[config.mk]
export PLATFORM = sky130hd
export DESIGN_NAME = mips_cpu_harvard
export DESIGN_NICKNAME = d
export VERILOG_FILES = /design/src/logic/mips_pkg.sv /design/src/logic/alu.sv /design/src/logic/reg_file.sv /design/src/logic/controller.sv /design/src/logic/datapath.sv /design/src/logic/mips_cpu_harvard.sv
export SDC_FILE = /design/constraint.sdc
export NUM_CORES = 2
export LEC_CHECK = 0
export ABC_AREA = 1
export BUFFER_PORTS_ARGS = -buffer_cell sky130_fd_sc_hd__buf_2
export CORE_MARGIN = 2
export CORE_UTILIZATION = 29
export DETAILED_ROUTE_END_ITERATION = 12
export HOLD_SLACK_MARGIN = 0.05
export PLACE_DENSITY = 0.5
export SYNTH_ARGS = -nofsm -noshare
export SYNTH_HDL_FRONTEND = slang
export SYNTH_SLANG_ARGS = --single-unit
[constraint.sdc]
create_clock -name clk -period 4.8 [get_ports clk]
set_clock_uncertainty 0.15 [all_clocks]
set_input_delay 0.48 -clock clk [delete_from_list [all_inputs] [get_ports clk]]
set_output_delay 0.48 -clock clk [all_outputs]
set_load 0.1 [all_outputs]
[src/logic/mips_pkg.sv]
package mips_pkg;

  localparam int word_w = 32; // data and address width

  // major opcode, bits 31:26
  localparam logic [5:0] op_special = 6'h00; // register format, decode funct
  localparam logic [5:0] op_j       = 6'h02;
  localparam logic [5:0] op_beq     = 6'h04;
  localparam logic [5:0] op_bne     = 6'h05;
  localparam logic [5:0] op_addiu   = 6'h09;
  localparam logic [5:0] op_ori     = 6'h0d;
  localparam logic [5:0] op_lui     = 6'h0f;
  localparam logic [5:0] op_lw      = 6'h23;
  localparam logic [5:0] op_sw      = 6'h2b;

  // funct field for op_special
  localparam logic [5:0] fn_jr   = 6'h08;
  localparam logic [5:0] fn_addu = 6'h21;
  localparam logic [5:0] fn_subu = 6'h23;
  localparam logic [5:0] fn_and  = 6'h24;
  localparam logic [5:0] fn_or   = 6'h25;
  localparam logic [5:0] fn_slt  = 6'h2a;

  typedef struct packed {
    logic [5:0] op;
    logic [4:0] rs;
    logic [4:0] rt;
    logic [4:0] rd;    // destination for register format
    logic [4:0] shamt; // no shifts supported, ignored
    logic [5:0] funct;
  } r_fmt_t;

  typedef struct packed {
    logic [5:0]  op;
    logic [4:0]  rs;
    logic [4:0]  rt;  // destination for immediate format
    logic [15:0] imm;
  } i_fmt_t;

  typedef struct packed {
    logic [5:0]  op;
    logic [25:0] target; // word index within the current 256 MB region
  } j_fmt_t;

  // same 32 bits, three views
  typedef union packed {
    r_fmt_t r_fmt;
    i_fmt_t i_fmt;
    j_fmt_t j_fmt;
  } instr_t;

  typedef enum logic [2:0] {
    alu_add,
    alu_sub,
    alu_and,
    alu_or,
    alu_slt,
    alu_lui
  } alu_op_t;

  // decoded control, controller -> datapath
  typedef struct packed {
    logic    reg_write;    // register file write wanted
    logic    reg_dst_rd;   // rd, else rt
    logic    alu_src_imm;  // operand b from immediate
    logic    imm_zero_ext; // ori style extension
    logic    mem_to_reg;   // write back loaded word
    logic    branch_eq;
    logic    branch_ne;
    logic    branch_taken; // resolved in controller from zero
    logic    jump;         // j target
    logic    jump_reg;     // jr, next pc from rs
    alu_op_t alu_op;
  } ctrl_t;

endpackage

[src/logic/alu.sv]
`timescale 1ns/1ns

module alu (
  input  logic [mips_pkg::word_w-1:0] a,    // rs
  input  logic [mips_pkg::word_w-1:0] b,    // rt or extended immediate
  input  mips_pkg::alu_op_t           op,
  output logic [mips_pkg::word_w-1:0] y,
  output logic                        zero
);

  always_comb begin
    case (op)
      mips_pkg::alu_add: y = a + b; // addu, addiu, address calc
      mips_pkg::alu_sub: y = a - b; // subu, branch compare
      mips_pkg::alu_and: y = a & b;
      mips_pkg::alu_or:  y = a | b;
      mips_pkg::alu_slt: begin
        // signed compare, result 0 or 1
        y = ($signed(a) < $signed(b)) ? 32'd1 : 32'd0;
      end
      mips_pkg::alu_lui: y = b << 16; // imm into upper half
      default:           y = '0;
    endcase
  end

  assign zero = (y == '0); // beq/bne after alu_sub

endmodule

[src/logic/reg_file.sv]
`timescale 1ns/1ns

module reg_file (
  input  logic                        clk,
  input  logic                        arst_n,
  input  logic [4:0]                  ra,   // rs port
  input  logic [4:0]                  rb,   // rt port
  input  logic [4:0]                  wa,
  input  logic [mips_pkg::word_w-1:0] wd,
  input  logic                        we,   // already gated by commit
  output logic [mips_pkg::word_w-1:0] rd_a,
  output logic [mips_pkg::word_w-1:0] rd_b,
  output logic [mips_pkg::word_w-1:0] v0    // register 2 tap
);

  logic [mips_pkg::word_w-1:0] regs [32];

  always_ff @(posedge clk or negedge arst_n) begin
    if (!arst_n) begin
      for (int i = 0; i < 32; i++) begin
        regs[i] <= '0;
      end
    end else if (we && wa != 5'd0) begin // $zero never written
      regs[wa] <= wd;
    end
  end

  // combinational reads, new value visible after the edge
  assign rd_a = regs[ra];
  assign rd_b = regs[rb];
  assign v0   = regs[2];

endmodule

[src/logic/controller.sv]
`timescale 1ns/1ns

module controller (
  input  mips_pkg::instr_t instr,
  input  logic             zero,   // from alu, after subtract for branches
  input  logic             commit, // strobes only on a committing cycle
  output mips_pkg::ctrl_t  ctrl,
  output logic             data_write,
  output logic             data_read
);

  mips_pkg::ctrl_t dec; // decode before branch resolution

  always_comb begin
    dec        = '0;                // unknown opcode: no-op, nothing written
    dec.alu_op = mips_pkg::alu_add;
    case (instr.r_fmt.op)
      mips_pkg::op_special: begin
        dec.reg_dst_rd = 1'b1;
        case (instr.r_fmt.funct)
          mips_pkg::fn_addu: begin
            dec.reg_write = 1'b1;
          end
          mips_pkg::fn_subu: begin
            dec.reg_write = 1'b1;
            dec.alu_op    = mips_pkg::alu_sub;
          end
          mips_pkg::fn_and: begin
            dec.reg_write = 1'b1;
            dec.alu_op    = mips_pkg::alu_and;
          end
          mips_pkg::fn_or: begin
            dec.reg_write = 1'b1;
            dec.alu_op    = mips_pkg::alu_or;
          end
          mips_pkg::fn_slt: begin
            dec.reg_write = 1'b1;
            dec.alu_op    = mips_pkg::alu_slt;
          end
          mips_pkg::fn_jr: dec.jump_reg = 1'b1; // no register write
          default: ;                            // unsupported funct
        endcase
      end
      mips_pkg::op_j:   dec.jump = 1'b1;
      mips_pkg::op_beq: begin
        dec.branch_eq = 1'b1;
        dec.alu_op    = mips_pkg::alu_sub; // rs - rt, zero when equal
      end
      mips_pkg::op_bne: begin
        dec.branch_ne = 1'b1;
        dec.alu_op    = mips_pkg::alu_sub;
      end
      mips_pkg::op_addiu: begin
        dec.reg_write   = 1'b1;
        dec.alu_src_imm = 1'b1;
      end
      mips_pkg::op_ori: begin
        dec.reg_write    = 1'b1;
        dec.alu_src_imm  = 1'b1;
        dec.imm_zero_ext = 1'b1; // logical immediate
        dec.alu_op       = mips_pkg::alu_or;
      end
      mips_pkg::op_lui: begin
        dec.reg_write    = 1'b1;
        dec.alu_src_imm  = 1'b1;
        dec.imm_zero_ext = 1'b1;
        dec.alu_op       = mips_pkg::alu_lui;
      end
      mips_pkg::op_lw: begin
        dec.reg_write   = 1'b1;
        dec.alu_src_imm = 1'b1; // base + offset
        dec.mem_to_reg  = 1'b1;
      end
      mips_pkg::op_sw:  dec.alu_src_imm = 1'b1;
      default: ;
    endcase
  end

  always_comb begin
    ctrl              = dec;
    ctrl.branch_taken = (dec.branch_eq & zero) | (dec.branch_ne & ~zero);
  end

  // strobes held low on stall and once inactive
  assign data_write = commit & (instr.i_fmt.op == mips_pkg::op_sw);
  assign data_read  = commit & (instr.i_fmt.op == mips_pkg::op_lw);

endmodule

[src/logic/datapath.sv]
`timescale 1ns/1ns

module datapath #(
  parameter logic [31:0] reset_vector = 32'hbfc0_0000
) (
  input  logic             clk,
  input  logic             arst_n,
  input  logic             clk_enable,
  input  mips_pkg::instr_t instr,
  input  mips_pkg::ctrl_t  ctrl,
  input  logic [31:0]      data_readdata,
  output logic             zero,
  output logic             commit,
  output logic             active,
  output logic [31:0]      instr_address,
  output logic [31:0]      data_address,
  output logic [31:0]      data_writedata,
  output logic [31:0]      register_v0
);

  logic [mips_pkg::word_w-1:0] pc;
  logic [mips_pkg::word_w-1:0] pc_plus4;
  logic [mips_pkg::word_w-1:0] pc_next;
  logic [mips_pkg::word_w-1:0] sext_imm; // branch offset and arithmetic immediate
  logic [mips_pkg::word_w-1:0] imm_ext;  // operand b when alu_src_imm
  logic [mips_pkg::word_w-1:0] rs_val;
  logic [mips_pkg::word_w-1:0] rt_val;
  logic [mips_pkg::word_w-1:0] alu_y;
  logic [mips_pkg::word_w-1:0] wb_data;
  logic [4:0]                  wb_addr;

  assign commit   = active & clk_enable; // single place for the commit condition
  assign pc_plus4 = pc + 32'd4;
  assign sext_imm = {{16{instr.i_fmt.imm[15]}}, instr.i_fmt.imm};
  assign imm_ext  = ctrl.imm_zero_ext ? {16'h0000, instr.i_fmt.imm} : sext_imm;

  // no delay slot, target applies to the next instruction
  always_comb begin
    if (ctrl.jump_reg) pc_next = rs_val;
    else if (ctrl.jump) pc_next = {pc_plus4[31:28], instr.j_fmt.target, 2'b00};
    else if (ctrl.branch_taken) pc_next = pc_plus4 + {sext_imm[29:0], 2'b00};
    else pc_next = pc_plus4;
  end

  always_ff @(posedge clk or negedge arst_n) begin
    if (!arst_n) begin
      pc     <= reset_vector;
      active <= 1'b1;
    end else if (commit) begin
      pc <= pc_next;
      if (pc_next == '0) active <= 1'b0; // jump to 0 ends the program
    end
  end

  assign wb_addr = ctrl.reg_dst_rd ? instr.r_fmt.rd : instr.i_fmt.rt;
  assign wb_data = ctrl.mem_to_reg ? data_readdata : alu_y; // lw returns loaded word

  reg_file u_reg_file (
    .clk    (clk),
    .arst_n (arst_n),
    .ra     (instr.r_fmt.rs),
    .rb     (instr.r_fmt.rt),
    .wa     (wb_addr),
    .wd     (wb_data),
    .we     (ctrl.reg_write & commit), // no write on stall
    .rd_a   (rs_val),
    .rd_b   (rt_val),
    .v0     (register_v0)
  );

  alu u_alu (
    .a    (rs_val),
    .b    (ctrl.alu_src_imm ? imm_ext : rt_val),
    .op   (ctrl.alu_op),
    .y    (alu_y),
    .zero (zero)
  );

  assign instr_address  = pc;
  assign data_address   = alu_y;  // base + offset for lw/sw
  assign data_writedata = rt_val; // sw stores rt

endmodule

[src/logic/mips_cpu_harvard.sv]
`timescale 1ns/1ns

module mips_cpu_harvard #(
  parameter logic [31:0] reset_vector = 32'hbfc0_0000
) (
  input  logic        clk,
  input  logic        arst_n,
  input  logic        clk_enable,     // stall when low
  output logic        active,         // falls after jump to 0
  output logic [31:0] register_v0,

  output logic [31:0] instr_address,  // current pc
  input  logic [31:0] instr_readdata, // combinational fetch

  output logic [31:0] data_address,
  output logic        data_write,
  output logic        data_read,
  output logic [31:0] data_writedata,
  input  logic [31:0] data_readdata
);

  mips_pkg::instr_t instr; // fetched word, three decodings
  mips_pkg::ctrl_t  ctrl;
  logic             zero;   // alu result zero, for beq/bne
  logic             commit; // active and clk_enable

  assign instr = mips_pkg::instr_t'(instr_readdata);

  controller u_controller (
    .instr      (instr),
    .zero       (zero),
    .commit     (commit),
    .ctrl       (ctrl),
    .data_write (data_write),
    .data_read  (data_read)
  );

  datapath #(
    .reset_vector (reset_vector)
  ) u_datapath (
    .clk            (clk),
    .arst_n         (arst_n),
    .clk_enable     (clk_enable),
    .instr          (instr),
    .ctrl           (ctrl),
    .data_readdata  (data_readdata),
    .zero           (zero),
    .commit         (commit),
    .active         (active),
    .instr_address  (instr_address),
    .data_address   (data_address),
    .data_writedata (data_writedata),
    .register_v0    (register_v0)
  );

endmodule

Word-level counts from Yosys, hierarchy flattened
Cells that the tools add are included. W data, S select, Z words.

Input bits: 67. Register bits: 1057. Output and inout port bits: 131. Logic and storage cells: 119.

Mux-type cells: 31. Bitwise logic cells: 13. Add/subtract/negate cells: 4. Reduce and logical (&&, ||, !) cells: 13. Magnitude comparators: 5. Equality and inequality tests: 19.

Operators with widths (number): $bwmux W1024 (1); $mux W32 (11); $bmux W32 S5 (2); $pmux W32 S6 (1); $demux W32 S5 (1); $add A32 B32 Y32 (2); $logic_not A32 Y1 (2); $eq A6 B6 Y1 const B (7); $add A32 B3 Y32 const B (1); $and A32 B32 Y32 (1); $lt A32 B32 Y1 (1); $or A32 B32 Y32 (1); $sub A32 B32 Y32 (1); $eq A6 B4 Y1 const B (4); $pmux W3 S4 (2); $ge A6 B6 Y1 const B (3); $not A5 Y6 (3); $eq A6 B3 Y1 const B (2); $mux W1 (11); $reduce_or A5 Y1 (2); $and A1 B1 Y1 (6); $eq A3 B2 Y1 const B (2); $eq A3 B3 Y1 const B (2); $eq A6 B2 Y1 const B (1); other kinds (13) (15).

Longest topological paths before layout
Depth in word-level cells: 17. Depth in mapped cells: 47. Depth with buffers taken out: 44.

By module
Synthesis repeated with hierarchy kept, for this count alone.

Cells, all modules: 10905. Area total of the unflattened synthesis: 69868.3 µm².

Modules (own cells, without submodules): reg_file (cells an instance 8302, times used 1, sequential area each 25624.6 µm², area an instance 56350.3 µm²); alu (cells an instance 1385, times used 1, sequential area each 0.0 µm², area an instance 6814.0 µm²); datapath (cells an instance 1145, times used 1, sequential area each 838.3 µm², area an instance 6362.4 µm²); controller (cells an instance 73, times used 1, sequential area each 0.0 µm², area an instance 341.6 µm²).

Worst setup path after synthesis
OpenSTA, ideal clock, no wires.

Kind: in2reg. From: input instr_readdata[16]. To: register u_datapath.active. Data arrival time: 8.033 ns. Buffers on the path: 7. Data required time: 4.575 ns. Library setup time: 0.075 ns. Stages on the path: 41. Slack: -3.458 ns. Cell sequence: inv_2 > buf_2 > clkbuf_1 > clkbuf_1 > clkbuf_1 > clkbuf_1 > o21ai_0 > o22ai_1 > nand2_1 > nand3_1 > nand2_1 > o21ai_0 > a21oi_1 > inv_1 > ha_1 > clkbuf_1 > nor2_1 > nand2_1 > [5 not listed] > nand2_1 > nand3_1 > nand2_1 > nor2_1 > nand3_1 > nor2_1 > nand2_1 > nand2_2 > nand2_2 > buf_6 > nand2_1 > o21ai_0 > o21ai_0 > nand3_1 > nor2_1 > nand2_1 > nor2_1 > nor2_1.

Longest elaborated chain between the ends: 17. Elaborated cells on any way between the ends: 22. Classes of those cells: add/sub (2); order compare (1); mux (9); bitwise (7); reduce/logical (3).

Ends and longest elaborated chain: start, declared (RTL line mips_cpu_harvard.sv:13) `input logic [31:0] instr_readdata,`; $not A5 Y6 (implied by the code) * (RTL line reg_file.sv:30) `assign rd_b = regs[rb];`; $bmux W32 S5 * (RTL line reg_file.sv:30); $mux W32 (implied by the code) * (2 in a row) (RTL line reg_file.sv:30); net data_writedata[29] (RTL line mips_cpu_harvard.sv:18) `output logic [31:0] data_writedata,`; $mux W32 * (RTL line datapath.sv:73) `.b (ctrl.alu_src_imm ? imm_ext : rt_val),`; $lt A32 B32 Y1 * (RTL line alu.sv:19) `y = ($signed(a) < $signed(b)) ? 32'd1 : 32'd0;`; $mux W1 * (RTL line alu.sv:19); $pmux W32 S6 * (RTL line alu.sv:12) `case (op)`; net data_address[0] (RTL line mips_cpu_harvard.sv:15) `output logic [31:0] data_address,`; [1 not listed]; $not A1 Y1 (RTL line controller.sv:81) `ctrl.branch_taken = (dec.branch_eq & zero) | (dec.branch_ne & ~zero);`; $and A1 B1 Y1 (RTL line controller.sv:81); $or A1 B1 Y1 * (RTL line controller.sv:81); $mux W32 * (RTL line datapath.sv:41) `else if (ctrl.branch_taken) pc_next = pc_plus4 + {sext_imm[29:0], 2'b00};`; $mux W32 * (RTL line datapath.sv:40) `else if (ctrl.jump) pc_next = {pc_plus4[31:28], instr.j_fmt.target, 2'b00};`; $mux W32 * (RTL line datapath.sv:39) `if (ctrl.jump_reg) pc_next = rs_val;`; $logic_not A32 Y1 * (RTL line datapath.sv:51) `if (pc_next == '0) active <= 1'b0;`; $reduce_and A2 Y1 (no source line) *; end signal, assigned (RTL line datapath.sv:48) `active <= 1'b1;`; end signal, assigned (RTL line datapath.sv:51); end, declared (RTL line datapath.sv:14) `output logic active,`.

The timed path passes the listed nets; every way through them passes the cells marked *. The select of a mux whose other input is x is not followed. A chain may end at the register's enable or synchronous reset.

Worst setup path in the final report
From: register u_datapath.u_reg_file.regs[384] (netlist name). To: register u_datapath.active.

Longest elaborated chain between the ends: 16. Elaborated cells on any way between the ends: 24. Classes of those cells: add/sub (2); order compare (1); mux (12); bitwise (6); reduce/logical (3).

Ends and longest elaborated chain: start, declared (RTL line reg_file.sv:16) `logic [mips_pkg::word_w-1:0] regs [32];`; start signal, assigned by index (RTL line reg_file.sv:24) `regs[wa] <= wd;`; $bmux W32 S5 (RTL line reg_file.sv:30); $mux W32 (implied by the code) (2 in a row) (RTL line reg_file.sv:30); $mux W32 (RTL line datapath.sv:73); $lt A32 B32 Y1 (RTL line alu.sv:19); $mux W1 (RTL line alu.sv:19); $pmux W32 S6 (RTL line alu.sv:12); $logic_not A32 Y1 (RTL line alu.sv:26) `assign zero = (y == '0);`; $not A1 Y1 (RTL line controller.sv:81); $and A1 B1 Y1 (RTL line controller.sv:81); $or A1 B1 Y1 (RTL line controller.sv:81); $mux W32 (RTL line datapath.sv:41); $mux W32 (RTL line datapath.sv:40); $mux W32 * (RTL line datapath.sv:39); $logic_not A32 Y1 * (RTL line datapath.sv:51); $reduce_and A2 Y1 (no source line) *.

Mark *: on every way between the ends. The rest lies on a longest branch, timed or not. The select of a mux whose other input is x is not followed.

==> flow_metrics.env <==
export IMPL_finalHoldViolCount=0
export IMPL_netlist_instances=9961
export IMPL_detailroute_via_count=79000
export IMPL_cts_clk_slew_worst_paths_ns=0.07
export IMPL_maxClockFrequency_ghz=0.189
export IMPL_yosys_warnings=0
export IMPL_worst_hold_path_num_cells=4
export IMPL_synth_edf_count=0
export IMPL_cts_tree="done"
export IMPL_p_sw_mw=13.4
export IMPL_violated_checks="setup timing"
export IMPL_synthArstFlopShare_pct=100
export IMPL_cp_data_required_time_ns=5.37
export IMPL_nNetsFinal=11600
export IMPL_first_global_vias=74900
export IMPL_rsz0062_at_grt="true"
export IMPL_detailed_place_hpwl_um=241000
export IMPL_dpl_instance_area_um2=87100
export IMPL_worst_ir_drop_vdd_mv=0.427
export IMPL_setup_worst_path_end_class="flop"
export IMPL_internal_power_mw=20.2
export IMPL_route_detailed_drc=0
export IMPL_stdcell_area_um2=96800
export IMPL_floorplan_die_height_um=486
export IMPL_critical_path_startpoint_type="flop"
export IMPL_hold_start="data_readdata[17]"
export IMPL_sequentialPowerShare_pct=28.9
export IMPL_drive_above_1_share_pct=27.9
export IMPL_synth_yosys_seq_area_share_pct=39.3
export IMPL_area_growth_synth_to_final_pct=43.9
export IMPL_floorplan_die_width_um=486
export IMPL_area_sequential_um2=26500
export IMPL_cts_buffers=119
export IMPL_gr_usage_all_layers_pct=29.6
export IMPL_timing_rr_end="u_datapath.active$_DFFE_PN1P_"
export IMPL_most_frequent_cell_on_critical_path="nand2_2"
export IMPL_clockBufferDepth=3
export IMPL_port_buffers=197
export IMPL_finalCoreUtilization_pct=42.0
export IMPL_powerDensity_nw_per_um2=347
export IMPL_cts_root_buffer="clkbuf_16"
export IMPL_path_max_fanout=5
export IMPL_critical_path_max_stage_delay_ns=0.40
export IMPL_critPathArrivalTime_ns=5.85
export IMPL_overall_power_after_layout_mw=33.6
export IMPL_power_switching_fraction_pct=39.9
export IMPL_routabilityCongestion=0.978
export IMPL_combinationalPowerShare_pct=41.9
export IMPL_first_iter_violations=9163
export IMPL_postSynthRegisterBits=1057
export IMPL_fin_ws_ns=-0.485
export IMPL_postRouteWirelength_um=361000
export IMPL_yosysTopAreaCellShare_pct=38.9
export IMPL_worst_path_max_delay_cell="dfrtp_1"
export IMPL_crit_family="simple AND/OR/NAND/NOR gates"
export IMPL_worstSkewPairLatency_ns=0.80
export IMPL_final_min_clock_period_ns=5.28
export IMPL_floorplan_die_area_um2=236000
export IMPL_critical_path_class="reg2reg"
export IMPL_finalSetupViolCount=50
export IMPL_grt_first_pass_wirelength_um=521000
export IMPL_reg2reg_setup_slack_ns=-0.48
export IMPL_grt_ovfl_total=0
export IMPL_worst_r2r_cell_count=42
export IMPL_drv_max_cap_violation_count=0
export IMPL_critPathBufInv=9
export IMPL_detail_route_antenna_nets=0
export IMPL_syn_mean_instance_area_um2=6.75
export IMPL_std_cell_rows=176
export IMPL_ys_top_cells_by_area="dfrtp_1, nand2_1, o21ai_0"
export IMPL_worst_hold_path_endpoint="u_datapath.u_reg_file.v0[17]$_DFFE_PN0P_"
export IMPL_htreeDepth=3
export IMPL_holdWs_ns=0.0887
export IMPL_netlist_cell_type_count=50
export IMPL_outcome="complete, but fails checks"
export IMPL_ys_dominant_reg_cell="dfrtp_1"
export IMPL_slew_hr_pct=14.3
export IMPL_io_pins=198
export IMPL_synth_area_um2=67300
export IMPL_fp_coreArea_um2=230000
export IMPL_dr_pass1_iters=6
export IMPL_worst_slew_pin_transition_ns=1.28
export IMPL_post_drt_via_cell_ratio=5.42
export IMPL_yosys_cell_count_top_type="nand2_1"
export IMPL_avgRoutedWirePerCell_um=24.7
export IMPL_cts_sinks=1057
export IMPL_layout_fillers=23400
export IMPL_power_leakage_nw=46.1
export IMPL_slew_viol_final=0
export IMPL_period_share_pct=110
export IMPL_antenna_found_initial=8
export IMPL_syn_nets=10200
export IMPL_grt_max_degree=136
export IMPL_synthDominantAreaCellType="dfrtp_1"
export IMPL_clockPowerShare_pct=29.2
export IMPL_starting_density_of_the_core_pct=29.2
export IMPL_worstReg2RegStart="u_datapath.u_reg_file.regs[384]$_DFFE_PN0P_"
export IMPL_ranking_of_synthesized_cells_by_instance_count="nand2_1, o21ai_0, dfrtp_1, nor2_1, nand3_1"
export IMPL_multi_input_comb_area_um2=38900
export IMPL_hp_class="in2reg"
==> kinds of logic after synthesis <==
| group | Yosys count | share of synthesized area [%] |
|---|---|---|
| xor gates and xnor gates | 67 | 0.872 |
| and+or+nand+nor | 4686 | 28.1 |
| adders and majority gates | 129 | 2.43 |
| DFF | 1057 | 39.3 |
| buffers and inverters | 1466 | 8.55 |
| AOI/OAI and AO/OA | 2556 | 20.7 |
==> metal layers <==
layer / share of wire, % / up-vias / wire length (um) / global-route usage (%)
li1: - / 36000 / - / -
met4: 5.6 / 2 / 20300 / 14.1
met2: 45 / 3975 / 162000 / 47.5
met3: 8.2 / 792 / 29500 / 4.57
met1: 41 / 38300 / 148000 / 39.0
met5: 0.0025 / - / 9 / 0
==> registers in the layout (all words and copies together) (netlist names) <==
name and count:
u_datapath.instr_address 32, u_datapath.u_reg_file.regs 992, u_datapath.u_reg_file.v0 32, u_datapath.active 1
==> cell usage in the layout, fill, tap and decap left out, drive strengths merged, types with 36 or more instances in the layout <==
| master | synthesis | final |
|---|---|---|
| clkinv | 6 | 36 |
| nor2 | 964 | 964 |
| nand3 | 834 | 834 |
| o21ai | 1895 | 1895 |
| inv | 614 | 619 |
| xor2 | 56 | 56 |
| dfrtp | 1047 | 1047 |
| nand2 | 2807 | 2810 |
| ha | 126 | 126 |
| o22ai | 182 | 182 |
| a21oi | 228 | 228 |
| clkbuf | 701 | 182 |
| buf | 145 | 2175 |
| o221ai | 156 | 156 |
==> worst register-to-register path: cells and delay by family (launching register included) <==
family                   cells  cell delay, ns
AO/OA/AOI/OAI                4            0.51
buffers and inverters        9            1.02
adder cells (fa/ha/maj)      2            0.48
flip-flops                   1            0.40
AND/OR/NAND/NOR             27            2.64
==> through the flow <==
stage                     worst slack (ns)  instances  setup TNS, ns
after floorplan                      -1.13       9961         -28.52
after global placement               -2.54      14200        -454.20
after detailed placement             -2.46      14200        -477.56
after CTS                           -0.419      14500          -6.13
after global routing                -0.694      14600         -19.13
final                               -0.485      14600          -9.22
==> repair_timing <==
item	CTS	global route
endpoints found under the hold margin	120	0
hold buffers	9	0
setup endpoints to repair	316	60
cloned	27	4
pin swaps	170	166
resized for setup	683	430
setup buffers	61	54
==> area by class of cell <==
class | instances | area share [%]
clock buffers | 178 | 3.69
repair buffers | 2202 | 21.8
diodes | 6 | 0.0155
repair inverters | 3 | 0.0271
inverters | 620 | 2.54
clock inverters | 47 | 0.562
multi-input cells | 7441 | 40.2
well taps | 3026 | 3.91
flip-flops and latches | 1057 | 27.3
==> worst max-delay path by stage <==
stage | start | endpoint | depth (start not counted) | slack [ns]
after floorplan | instr_readdata[16] | u_datapath.active$_DFFE_PN1P_ | 44 | -1.13
after global placement | instr_readdata[21] | u_datapath.active$_DFFE_PN1P_ | 43 | -2.54
after detailed placement | instr_readdata[21] | u_datapath.active$_DFFE_PN1P_ | 43 | -2.46
after CTS | u_datapath.u_reg_file.regs[384]$_DFFE_PN0P_ | u_datapath.active$_DFFE_PN1P_ | 41 | -0.42
after global routing | u_datapath.u_reg_file.regs[384]$_DFFE_PN0P_ | u_datapath.active$_DFFE_PN1P_ | 42 | -0.69
final | u_datapath.u_reg_file.regs[384]$_DFFE_PN0P_ | u_datapath.active$_DFFE_PN1P_ | 42 | -0.48
==> power by group through the flow <==
stage / combinational, mW / sequential [mW] / clock [mW]
3_3_place_gp: 12.5 / 9.85 / 0
5_1_grt: 14.9 / 9.77 / 10.3
2_1_floorplan: 5.69 / 10.3 / 0
6_report: 14.1 / 9.72 / 9.80
4_1_cts: 13.4 / 9.71 / 9.93
3_5_place_dp: 12.5 / 9.86 / 0
Power figures use the tool's default switching activity.
